File: src/verilog/sys_pkg.sv
/*
 * Shared platform definitions
 * Host bus beat, decoded configuration and volume words,
 * audio sample and channel pair types, command codes
 */

package sys_pkg;

	// ============================================================
	// Host command channel
	// ============================================================

	typedef struct packed {
		logic        frame;
		logic [15:0] data;
	} host_word_t;

	localparam logic [7:0] cmd_cfg    = 8'h01;
	localparam logic [7:0] cmd_volume = 8'h26;

	// Configuration word, bit positions as sent by the host
	typedef struct packed {
		logic [7:0] rsvd_hi;
		logic       dvi_mode;
		logic       audio_96k;
		logic       ypbpr_en;
		logic       rsvd_4;
		logic       csync;
		logic       vga_scaler;
		logic [1:0] rsvd_lo;
	} sys_cfg_t;

	// Mute in bit 4, right shift amount below it
	typedef struct packed {
		logic       mute;
		logic [3:0] shift;
	} vol_att_t;

	// ============================================================
	// Audio
	// ============================================================

	localparam int SAMPLE_W = 16;

	// Same bits, read as signed or unsigned by the sample flag
	typedef union packed {
		logic signed [SAMPLE_W-1:0] s;
		logic        [SAMPLE_W-1:0] u;
	} audio_sample_u;

	typedef struct packed {
		audio_sample_u l;
		audio_sample_u r;
	} audio_pair_t;

	// Crossfeed strength
	typedef enum logic [1:0] {
		MIX_NONE    = 2'd0,
		MIX_EIGHTH  = 2'd1,
		MIX_QUARTER = 2'd2,
		MIX_HALF    = 2'd3
	} mix_mode_t;

endpackage

File: src/verilog/audio_mixer.sv
/*
 * Stereo audio mixer
 * Stage 1 applies crossfeed between channels, stage 2 applies
 * mute and volume attenuation; valid/ready on both sides
 */

`timescale 1ns/1ps

module audio_mixer #(
	parameter int SAMPLE_W = sys_pkg::SAMPLE_W
) (
	input  logic                 clk_sys,
	input  logic                 resetd,

	input  sys_pkg::audio_pair_t i_audio,
	input  logic                 i_audio_signed,
	input  sys_pkg::mix_mode_t   i_audio_mix,
	input  logic                 i_audio_valid,
	output logic                 o_audio_ready,

	input  sys_pkg::vol_att_t    i_vol,

	output sys_pkg::audio_pair_t o_audio,
	output logic                 o_audio_valid,
	input  logic                 i_audio_ready
);
	import sys_pkg::*;

	typedef logic [SAMPLE_W-1:0] word_t;

	// Arithmetic shift for signed samples, logical for unsigned
	function automatic word_t shr(input audio_sample_u v, input logic [3:0] amt,
			input logic sgn);
		if (sgn) begin
			return v.s >>> amt;
		end
		return v.u >> amt;
	endfunction

	// Own channel minus its share plus the same share of the other one
	function automatic word_t mix_ch(input audio_sample_u own_ch,
			input audio_sample_u cross_ch, input mix_mode_t mode, input logic sgn);
		word_t own;
		own = own_ch.u;
		case (mode)
			MIX_EIGHTH:  return own - shr(own_ch, 4'd3, sgn) + shr(cross_ch, 4'd3, sgn);
			MIX_QUARTER: return own - shr(own_ch, 4'd2, sgn) + shr(cross_ch, 4'd2, sgn);
			MIX_HALF:    return shr(own_ch, 4'd1, sgn) + shr(cross_ch, 4'd1, sgn);
			default:     return own;
		endcase
	endfunction

	function automatic word_t atten(input audio_sample_u v, input vol_att_t vol,
			input logic sgn);
		if (vol.mute) begin
			return '0;
		end
		return shr(v, vol.shift, sgn);
	endfunction

	audio_pair_t mix_pair;
	audio_pair_t att_pair;
	audio_pair_t s1_pair;
	logic        s1_signed;
	logic        s1_valid;

	// ============================================================
	// Datapath
	// ============================================================

	always_comb begin
		mix_pair.l.u = mix_ch(i_audio.l, i_audio.r, i_audio_mix, i_audio_signed);
		mix_pair.r.u = mix_ch(i_audio.r, i_audio.l, i_audio_mix, i_audio_signed);

		// Volume sampled as the word moves into stage 2
		att_pair.l.u = atten(s1_pair.l, i_vol, s1_signed);
		att_pair.r.u = atten(s1_pair.r, i_vol, s1_signed);
	end

	// ============================================================
	// Pipeline control
	// ============================================================

	// Whole pipe moves unless the output holds a word nobody takes
	assign o_audio_ready = ~o_audio_valid | i_audio_ready;

	always_ff @(posedge clk_sys) begin
		if (resetd) begin
			s1_valid      <= 1'b0;
			o_audio_valid <= 1'b0;
		end else if (o_audio_ready) begin
			s1_valid      <= i_audio_valid;
			o_audio_valid <= s1_valid;
		end
	end

	always_ff @(posedge clk_sys) begin
		if (o_audio_ready) begin
			s1_pair   <= mix_pair;
			s1_signed <= i_audio_signed;
			o_audio   <= att_pair;
		end
	end

endmodule

File: src/verilog/host_cmd_decoder.sv
/*
 * Host command decoder
 * Parses framed 16-bit host words into a command byte and payload,
 * keeps the configuration and volume registers
 */

`timescale 1ns/1ps

module host_cmd_decoder (
	input  logic                clk_sys,
	input  logic                resetd,

	input  sys_pkg::host_word_t i_host,
	input  logic                i_host_valid,
	output logic                o_host_ack,

	output sys_pkg::sys_cfg_t   o_cfg,
	output sys_pkg::vol_att_t   o_vol
);
	import sys_pkg::*;

	logic       frame_q;
	logic       frame_end;
	logic       has_cmd;
	logic [7:0] cmd;
	logic       payload_we;

	// ============================================================
	// Frame tracking
	// ============================================================

	// Select dropping closes the current frame
	assign frame_end = frame_q & ~i_host.frame;

	// Accepted word inside a frame after the command byte
	assign payload_we = i_host_valid & i_host.frame & has_cmd;

	always_ff @(posedge clk_sys) begin
		if (resetd) begin
			frame_q    <= 1'b0;
			has_cmd    <= 1'b0;
			o_host_ack <= 1'b0;
		end else begin
			frame_q    <= i_host.frame;
			// Every accepted word is acknowledged next cycle
			o_host_ack <= i_host_valid;

			if (frame_end) begin
				has_cmd <= 1'b0;
			end else if (i_host_valid && i_host.frame && !has_cmd) begin
				has_cmd <= 1'b1;
			end
		end
	end

	// First word of a frame carries the command in its low byte
	always_ff @(posedge clk_sys) begin
		if (i_host_valid && i_host.frame && !has_cmd) begin
			cmd <= i_host.data[7:0];
		end
	end

	// ============================================================
	// Payload registers
	// ============================================================

	always_ff @(posedge clk_sys) begin
		if (resetd) begin
			o_cfg <= '0;
			o_vol <= '0;
		end else if (payload_we) begin
			case (cmd)
				cmd_cfg: begin
					o_cfg <= sys_cfg_t'(i_host.data);
				end
				cmd_volume: begin
					// Only the low five bits are meaningful
					o_vol <= vol_att_t'(i_host.data[4:0]);
				end
				default: begin
					// Unknown commands are dropped
				end
			endcase
		end
	end

endmodule

File: src/verilog/sync_polarity.sv
/*
 * Sync polarity normalizer
 * Measures high and low phase lengths and inverts the sync
 * so that the short phase is always active high
 */

`timescale 1ns/1ps

module sync_polarity #(
	parameter int CNT_W = 16
) (
	input  logic clk_sys,
	input  logic resetd,

	input  logic i_sync,
	output logic o_sync
);

	logic             sync_meta;
	logic             sync_q;
	logic [CNT_W-1:0] cnt;
	logic [CNT_W-1:0] hi_len;
	logic [CNT_W-1:0] lo_len;
	logic             pol_flag;

	// Raw input, flipped when the long phase is high
	assign o_sync = i_sync ^ pol_flag;

	always_ff @(posedge clk_sys) begin
		if (resetd) begin
			sync_meta <= 1'b0;
			sync_q    <= 1'b0;
			cnt       <= '0;
			hi_len    <= '0;
			lo_len    <= '0;
			pol_flag  <= 1'b0;
		end else begin
			sync_meta <= i_sync;
			sync_q    <= sync_meta;

			// Rising edge closes a low phase, falling edge a high one
			if (sync_meta & ~sync_q) lo_len <= cnt;
			if (~sync_meta & sync_q) hi_len <= cnt;

			if (sync_meta != sync_q) begin
				cnt <= '0;
			end else if (~&cnt) begin
				cnt <= cnt + 1'b1;
			end

			pol_flag <= hi_len > lo_len;
		end
	end

endmodule

File: src/verilog/sys_top.sv
/*
 * Platform top level
 * Host command decoder, stereo mixer, sync polarity
 * normalizers and the analog sync output stage
 */

`timescale 1ns/1ps

module sys_top #(
	parameter int SAMPLE_W = sys_pkg::SAMPLE_W,
	parameter int CNT_W    = 16
) (
	input  logic                 clk_sys,
	input  logic                 resetd,

	input  sys_pkg::host_word_t  i_host,
	input  logic                 i_host_valid,
	output logic                 o_host_ack,

	input  sys_pkg::audio_pair_t i_audio,
	input  logic                 i_audio_signed,
	input  sys_pkg::mix_mode_t   i_audio_mix,
	input  logic                 i_audio_valid,
	output logic                 o_audio_ready,
	output sys_pkg::audio_pair_t o_audio,
	output logic                 o_audio_valid,
	input  logic                 i_audio_ready,

	input  logic                 i_hs,
	input  logic                 i_vs,
	output logic                 o_vga_hs,
	output logic                 o_vga_vs
);
	import sys_pkg::*;

	sys_cfg_t cfg;
	vol_att_t vol;
	logic     hs_norm;
	logic     vs_norm;

	// ============================================================
	// Host control
	// ============================================================

	host_cmd_decoder u_host_cmd_decoder (
		.clk_sys      (clk_sys),
		.resetd       (resetd),
		.i_host       (i_host),
		.i_host_valid (i_host_valid),
		.o_host_ack   (o_host_ack),
		.o_cfg        (cfg),
		.o_vol        (vol)
	);

	// ============================================================
	// Audio
	// ============================================================

	audio_mixer #(
		.SAMPLE_W (SAMPLE_W)
	) u_audio_mixer (
		.clk_sys        (clk_sys),
		.resetd         (resetd),
		.i_audio        (i_audio),
		.i_audio_signed (i_audio_signed),
		.i_audio_mix    (i_audio_mix),
		.i_audio_valid  (i_audio_valid),
		.o_audio_ready  (o_audio_ready),
		.i_vol          (vol),
		.o_audio        (o_audio),
		.o_audio_valid  (o_audio_valid),
		.i_audio_ready  (i_audio_ready)
	);

	// ============================================================
	// Video sync
	// ============================================================

	sync_polarity #(.CNT_W(CNT_W)) hs_polarity (
		.clk_sys (clk_sys),
		.resetd  (resetd),
		.i_sync  (i_hs),
		.o_sync  (hs_norm)
	);

	sync_polarity #(.CNT_W(CNT_W)) vs_polarity (
		.clk_sys (clk_sys),
		.resetd  (resetd),
		.i_sync  (i_vs),
		.o_sync  (vs_norm)
	);

	vga_sync_out u_vga_sync_out (
		.clk_sys  (clk_sys),
		.resetd   (resetd),
		.i_hs     (hs_norm),
		.i_vs     (vs_norm),
		.i_csync  (cfg.csync),
		.o_vga_hs (o_vga_hs),
		.o_vga_vs (o_vga_vs)
	);

endmodule

File: src/verilog/vga_sync_out.sv
/*
 * Analog VGA sync output stage
 * Separate or composite active-low sync, registered
 */

`timescale 1ns/1ps

module vga_sync_out (
	input  logic clk_sys,
	input  logic resetd,

	// Normalized, active high
	input  logic i_hs,
	input  logic i_vs,
	input  logic i_csync,

	output logic o_vga_hs,
	output logic o_vga_vs
);

	always_ff @(posedge clk_sys) begin
		if (resetd) begin
			// Both lines idle high
			o_vga_hs <= 1'b1;
			o_vga_vs <= 1'b1;
		end else if (i_csync) begin
			// Composite sync on the hs pin, vs pin parked
			o_vga_hs <= ~(i_hs ^ i_vs);
			o_vga_vs <= 1'b1;
		end else begin
			o_vga_hs <= ~i_hs;
			o_vga_vs <= ~i_vs;
		end
	end

endmodule
File: config.mk
export PLATFORM = sky130hd
export DESIGN_NAME = sys_top
export DESIGN_NICKNAME = d
export VERILOG_FILES = /design/src/verilog/sys_pkg.sv /design/src/verilog/audio_mixer.sv /design/src/verilog/host_cmd_decoder.sv /design/src/verilog/sync_polarity.sv /design/src/verilog/sys_top.sv /design/src/verilog/vga_sync_out.sv
export SDC_FILE = /design/constraint.sdc
export NUM_CORES = 1
export LEC_CHECK = 0
export ABC_AREA = 1
export BUFFER_PORTS_ARGS = -buffer_cell sky130_fd_sc_hd__buf_2
export CAP_MARGIN = 25
export CORE_MARGIN = 3
export CORE_UTILIZATION = 65
export CTS_BUF_LIST = sky130_fd_sc_hd__clkbuf_4 sky130_fd_sc_hd__clkbuf_8
export DETAILED_ROUTE_END_ITERATION = 10
export PLACE_DENSITY = 0.83
export SLEW_MARGIN = 20
export SYNTH_ARGS = -nofsm -noshare
export SYNTH_HDL_FRONTEND = slang
export SYNTH_SLANG_ARGS = --single-unit
export TNS_END_PERCENT = 1
File: constraint.sdc
create_clock -name clk_sys -period 3.6 [get_ports clk_sys]
set_input_delay 0 -clock clk_sys [delete_from_list [all_inputs] [get_ports clk_sys]]
set_output_delay 0 -clock clk_sys [all_outputs]
set_load 0.01 [all_outputs]
==> reports/results.ini, run 1 <==
[status]
status = finished, final reports clean

[worst_setup_path]
worstPathRequired_ns = 4.00
cp_max_fo = 35
cp.arrival_ns = 3.19
worst_setup_path_end_kind = flop
startpoint_type = input pin
crit_type = in -> reg

[detailed_routing]
drc = 0
routed_wirelength_um = 43400
first_pass_iters = 6
vias_per_cell = 5.67
postRouteAntennaNets = 0
num_vias = 15241
wire_per_inst_um = 16.1
drt_iter0_drc = 1420

[cells_and_area]
drive_gt1_share_pct = 7.09
diodes = 0
fin_cells = 2690
fill_cells = 1968
fin_area_um2 = 17200
area_growth_pct = 8.39
register_area_um2 = 4490
final_nets = 2606
multiInputGateArea_um2 = 9370

[yosys]
yosysSeqAreaShare_pct = 28.4
post-synth-top-count-cell = nand2_1
synthDominantCellAreaShare_pct = 14.5
syn_avg_cell_area_um2 = 6.97
ys_warn_count = 0
syn_nets = 2519
ys_ff_latch = 188
synth_area_um2 = 15800
synth_edf_count = 73
synth_common_cells = nand2_1, inv_1, a21oi_1
synthArstFlopShare_pct = 0
synthTopCellsByArea = dfxtp_1, edfxtp_1, nand2_1
synthCells = 2271
synth_area_leader_cell = dfxtp_1
synth_cell_types = 53
ys.flop_type = dfxtp_1

[sta]
drv_slew = 0
setup_slack_ns = 0.808
grt_setup_unrepaired = no
min_period_over_period_pct = 77.5
setup_violations = 0
worst_pin_slew_ns = 0.902
fin_hold_ws_ns = 0.0238
tns_ns = 0
skew_ns = 0.0207
hold_viol = 0
min_period_ns = 2.79
max_freq_mhz = 358
maxSlewHeadroom_pct = 39.9

[placement]
dpl_cell_area_um2 = 16500
pre_cts_ws_ns = 0.814
dp_cells = 2630
dpl.hpwl_um = 33700
gp_congestion = 0.991
numPortBuffers = 87

[die]
io_pins = 96
core_area_um2 = 23700
fp.dieH_um = 162
die_x_um = 162
start_util_pct = 66.9
row_count = 56
die-area_um2 = 26300

[cts]
root_buffer = clkbuf_8
cts_hold_buffers = 24
cts_setup_buffers = 0
cts_made_buffers = 17
cts_buffer_depth = 2
post_cts_resized = 0
clkTransAtPathRegs_ns = 0.11
cts_tree = built
cts_max_level = 4
cts.sinks = 188
insertion_delay_ns = 0.46

[global_routing]
grt_pass1_vias = 14622
grt_pass1_wl_um = 69900
grt_max_degree = 41
track_usage_pct = 32.6
antenna_found_initial = 0
overflow = 0

[power_and_ir_drop]
p_leak_nw = 8.81
power.density_nw_per_um2 = 386
ir_worst_vdd_mv = 0.251

[hold_path]
hold_path.class = in -> reg

[run]
drv_cap = 0

[per-layer routing]
metal	up-vias	global-route usage (%)	share of wire, %
li1	7471	-	-
met1	7066	41.2	41
met2	600	57.5	49
met3	104	3.57	6.3
met4	0	12.7	4.0
met5	-	0	0
[kinds of logic (layout without fill, tap and decap cells)]
family | Yosys count | count (layout) | share of synthesized area (%)
mux | 8 | 8 | 0.506
fa+ha+maj | 189 | 189 | 17.7
compound gates | 388 | 388 | 13.0
flops | 188 | 188 | 28.4
xor+xnor | 22 | 22 | 1.22
buf+inv | 511 | 611 | 12.4
simple gates | 965 | 965 | 26.7
[state kept, by name (all words and copies together) (netlist names), 5 cells and up]
| signal | count |
|---|---|
| u_audio_mixer.o_audio | 32 |
| u_audio_mixer.s1_pair | 32 |
| hs_polarity.cnt | 16 |
| hs_polarity.hi_len | 16 |
| hs_polarity.lo_len | 16 |
| vs_polarity.cnt | 16 |
| vs_polarity.hi_len | 16 |
| vs_polarity.lo_len | 16 |
| u_host_cmd_decoder.cmd | 8 |
| u_host_cmd_decoder.o_vol | 5 |
[power by group]
part	switching [mW]	internal, mW
Clock	0.838	0.516
Combinational	1.74	0.917
Sequential	0.121	2.50
[worst max-delay path, cell delays in order]
cell and delay (ns):
dlygate4sd3_1 0.53, buf_2 0.22, inv_1 0.39, buf_16 0.22
buf_4 0.33, o21ai_0 0.15, dlygate4sd3_1 0.58, a21oi_1 0.14
dlygate4sd3_1 0.60
[cell usage in the layout (no fill, tap or decap), types with 3 or more instances in the layout]
cell	netlist	layout
nand2_1	550	550
a211oi_1	5	5
inv_6	0	6
dfxtp_1	115	115
nand3b_1	13	13
o2111ai_1	6	6
inv_1	451	450
or2_2	11	11
o21a_1	8	8
nor2_2	6	7
nor4_1	4	4
mux2i_1	8	8
dlygate4sd3_1	0	24
xnor2_1	6	6
and2_1	10	10
a31oi_1	9	9
clkbuf_8	0	17
nor3_1	23	23
a21oi_1	180	180
nand3_1	158	158
nand2_2	3	3
xor2_1	16	16
o21ai_1	18	18
inv_2	5	6
o21ai_0	146	146
o21bai_1	3	3
edfxtp_1	73	73
nand4_1	51	51
nor2_4	3	3
clkinv_8	0	4
buf_4	4	6
nor2_1	122	121
o211ai_1	3	3
fa_1	59	59
ha_1	130	130
buf_2	11	87
[path summary, 6_finish.rpt]
path / cells after the start / endpoint / startpoint / slack (ns)
setup / recovery: 9 / u_audio_mixer.s1_valid / resetd / 0.81
hold / removal: 3 / u_audio_mixer.s1_pair[13] / i_audio[13] / 0.02
setup reg to reg: 7 / u_audio_mixer.o_audio[7] / u_host_cmd_decoder.o_vol[2] / 1.39
hold reg to reg: 1 / u_host_cmd_decoder.has_cmd / u_host_cmd_decoder.frame_q / 0.45
[area by class of cell]
| class | count | share of cell area, % |
|---|---|---|
| Tap cell | 319 | 2.33 |
| Inverter | 458 | 10.0 |
| Timing Repair Buffer | 121 | 4.60 |
| Clock buffer | 17 | 1.36 |
| Clock inverter | 15 | 0.897 |
| Sequential cell | 188 | 26.2 |
| Multi-Input combinational cell | 1572 | 54.6 |
[stage by stage]
step	power, mW	util (%)
detailed placement	5.21	69.5
floorplan	4.43	-
finish	6.62	72.5
CTS	6.58	72.2
global placement	5.14	69.5
global route	7.10	72.5
(Power assumes the default switching activity.)
==> run 2, diff against run 1 <==
CORE_UTILIZATION = 64   (was 65)
PLACE_DENSITY = 0.82   (was 0.83)
clock period = 2.9 ns   (was 3.6 ns; I/O delays follow)
==> run 2 against run 1 <==
  * Via count is 0.79% higher
  * Sequential cell count stayed put
  * Non-clock buffer count is 23 higher
  * Clock skew is 0.0023 ns higher
  * Count of clock-buffer cells in the layout stayed put
  * Largest power group is now sequential cells
==> reports/results.ini, run 2 (synthesis results as in run 1) <==
[status]
status = finished, final reports clean  ; unchanged

[worst_setup_path]
cp_top_family = simple AND/OR/NAND/NOR gates  ; was buffers and inverters
worstPathRequired_ns = 3.07  ; was 4.00 ns
worst_setup_path_end_kind = flop  ; unchanged
startpoint_type = input pin  ; unchanged
path_cells = dlygate4sd3_1, buf_2, inv_1, fa_1, inv_1, ha_1, or2_2, nand3_1, nand2_1, nand2_1, nand3_1, nand3_1, nand4_1  ; was dlygate4sd3_1, buf_2, inv_1, buf_16, buf_4, o21ai_0, dlygate4sd3_1, a21oi_1, dlygate4sd3_1
critPathBufInv = 4  ; was 7
max_stage_delay_ns = 0.57  ; was 0.60 ns
cp.arrival_ns = 2.92  ; was 3.19 ns
cpMostUsedCell = nand3_1  ; was dlygate4sd3_1
cp_max_fo = 6  ; was 35
crit_type = in -> reg  ; unchanged
cpMaxStageDelayCell = fa_1  ; was dlygate4sd3_1

[sta]
min_period_over_period_pct = 94.7
worst_pin_slew_ns = 0.700  ; was 0.902 ns
maxSlewHeadroom_pct = 53.3  ; was 39.9%
skew_ns = 0.0229  ; was 0.0207 ns
hold_viol = 0  ; unchanged
min_period_ns = 2.75
grt_setup_unrepaired = no  ; unchanged
setup_violations = 0  ; unchanged
tns_ns = 0  ; unchanged
drv_slew = 0  ; unchanged
fin_hold_ws_ns = 0.0254  ; was 0.0238 ns
max_freq_mhz = 364

[global_routing]
globalRouteMet2Util_pct = 56.2  ; was 57.5%
busiest_layer = met2  ; unchanged
grt_pass1_wl_um = 69500  ; was 69900 um
use_met3_pct = 2.84  ; was 3.57%
overflow = 0  ; unchanged
track_usage_pct = 32.1  ; was 32.6%
gr-usage-met1_pct = 41.3  ; was 41.2%
grt_max_degree = 42  ; was 41
grt_pass1_vias = 14716  ; was 14622
antenna_found_initial = 0  ; unchanged

[cts]
cts_buffer_depth = 2  ; unchanged
cts_tree = built  ; unchanged
root_buffer = clkbuf_8  ; unchanged
clkTransAtPathRegs_ns = 0.11  ; about the same
cts_setup_buffers = 0  ; unchanged
cts_max_level = 4  ; unchanged
cts.sinks = 188  ; unchanged
insertion_delay_ns = 0.48  ; was 0.46 ns
cts_made_buffers = 17  ; unchanged

[run]
drv_cap = 0  ; unchanged

[power_and_ir_drop]
power.density_nw_per_um2 = 486  ; was 386 nW/um2
ir_worst_vdd_mv = 0.345  ; was 0.251 mV
p_leak_nw = 8.93  ; was 8.81 nW

[placement]
gp_congestion = 0.953  ; was 0.991
numPortBuffers = 87  ; unchanged
dp_cells = 2639  ; was 2630
dpl.hpwl_um = 33500  ; was 33700 um

[cells_and_area]
drive_gt1_share_pct = 7.27  ; was 7.09%
fill_cells = 2021  ; was 1968
final_common_cell = nand2_1  ; unchanged
final_nets = 2629  ; was 2606
area_growth_pct = 10.0  ; was 8.39%
final_cell_mix = nand2_1, inv_1, a21oi_1, nand3_1, o21ai_0  ; unchanged
layout_top_registers = u_audio_mixer.o_audio (32), u_audio_mixer.s1_pair (32)  ; unchanged
fin_cells = 2713  ; was 2690
diodes = 0  ; unchanged

[die]
row_count = 56  ; unchanged
fp.dieH_um = 163  ; was 162 um
die_x_um = 163  ; was 162 um
core_area_um2 = 23900  ; was 23700 um2
start_util_pct = 66.3  ; was 66.9%
die-area_um2 = 26700  ; was 26300 um2
io_pins = 96  ; unchanged

[detailed_routing]
first_pass_iters = 6  ; unchanged
drt_iter0_drc = 1409  ; was 1420
postRouteAntennaNets = 0  ; unchanged
wire_per_inst_um = 15.8  ; was 16.1 um
vias_per_cell = 5.66  ; was 5.67
drc = 0  ; unchanged
num_vias = 15361  ; was 15241
routed_wirelength_um = 42900  ; was 43400 um

[hold_path]
hold_path.class = in -> reg  ; unchanged

==> run 2: cell types whose count changed in the layout (fill, tap and decap cells not counted), moves of 2 or more <==
cell	change
buf_4	+8
clkinvlp_4	-2
inv_8	+3
dlygate4sd3_1	+17
clkinv_2	-2
inv_12	+4
inv_6	-5
==> run 2: repair_timing <==
action / 4_1_cts / 5_1_grt
gates resized for setup: 0 / 0
hold endpoints to repair: 48 / 0
hold buffers: 41 / 0
setup endpoints to repair: 0 / 0
==> run 2: cell type report <==
cell class / instances / area (um2) / share of cell area (%)
inverters: 458 / 1720 / 9.87
repair buffers: 144 / 986 / 5.66
clock buffers: 17 / 234 / 1.34
flip-flops and latches: 188 / 4490 / 25.8
clock inverters: 15 / 213 / 1.22
well taps: 319 / 399 / 2.29
multi-input cells: 1572 / 9370 / 53.8
==> run 2: worst reg2reg max path: stages, from the launching register on <==
cell     delay (ns)
dfxtp_1        0.34
inv_2          0.33
o21ai_1        0.23
o21ai_0        0.36
mux2i_1        0.18
a21oi_1        0.18
nor2_1         0.07
==> run 2: metrics by stage <==
step	instance area, um2	power, mW	utilization [%]	worst slack [ns]
global placement	16500	6.36	69.3	0.311
detailed placement	16500	6.46	69.3	0.264
finish	17400	8.47	72.9	0.153
global route	17400	9.02	72.9	0.0465
floorplan	15800	5.50	-	0.719
CTS	17400	8.40	72.8	0.231
==> run 2: report_power, final <==
part	internal [mW]	switching, mW	total, mW
Clock	0.773	1.15	1.92
Combinational	1.15	2.12	3.27
Sequential	3.10	0.174	3.27
Total	5.03	3.44	8.47
==> run 2: layer usage <==
| metal | share of wire (%) | vias to the layer above | wire length (um) |
|---|---|---|---|
| li1 | - | 7508 | - |
| met2 | 48 | 589 | 20700 |
| met3 | 5.3 | 109 | 2290 |
| met4 | 3.5 | 0 | 1500 |
| met1 | 43 | 7155 | 18500 |
| met5 | 0 | - | 0 |
==> run 2: final timing paths <==
path / cells after the start / endpoint / startpoint / slack (ns)
worst max-delay path: 13 / u_audio_mixer.s1_pair[30] / i_audio[6] / 0.15
worst min-delay path: 3 / u_audio_mixer.s1_pair[13] / i_audio[13] / 0.03
worst max register to register: 6 / u_audio_mixer.o_audio[0] / u_host_cmd_decoder.o_vol[0] / 0.94
worst min register to register: 1 / u_host_cmd_decoder.has_cmd / u_host_cmd_decoder.frame_q / 0.46
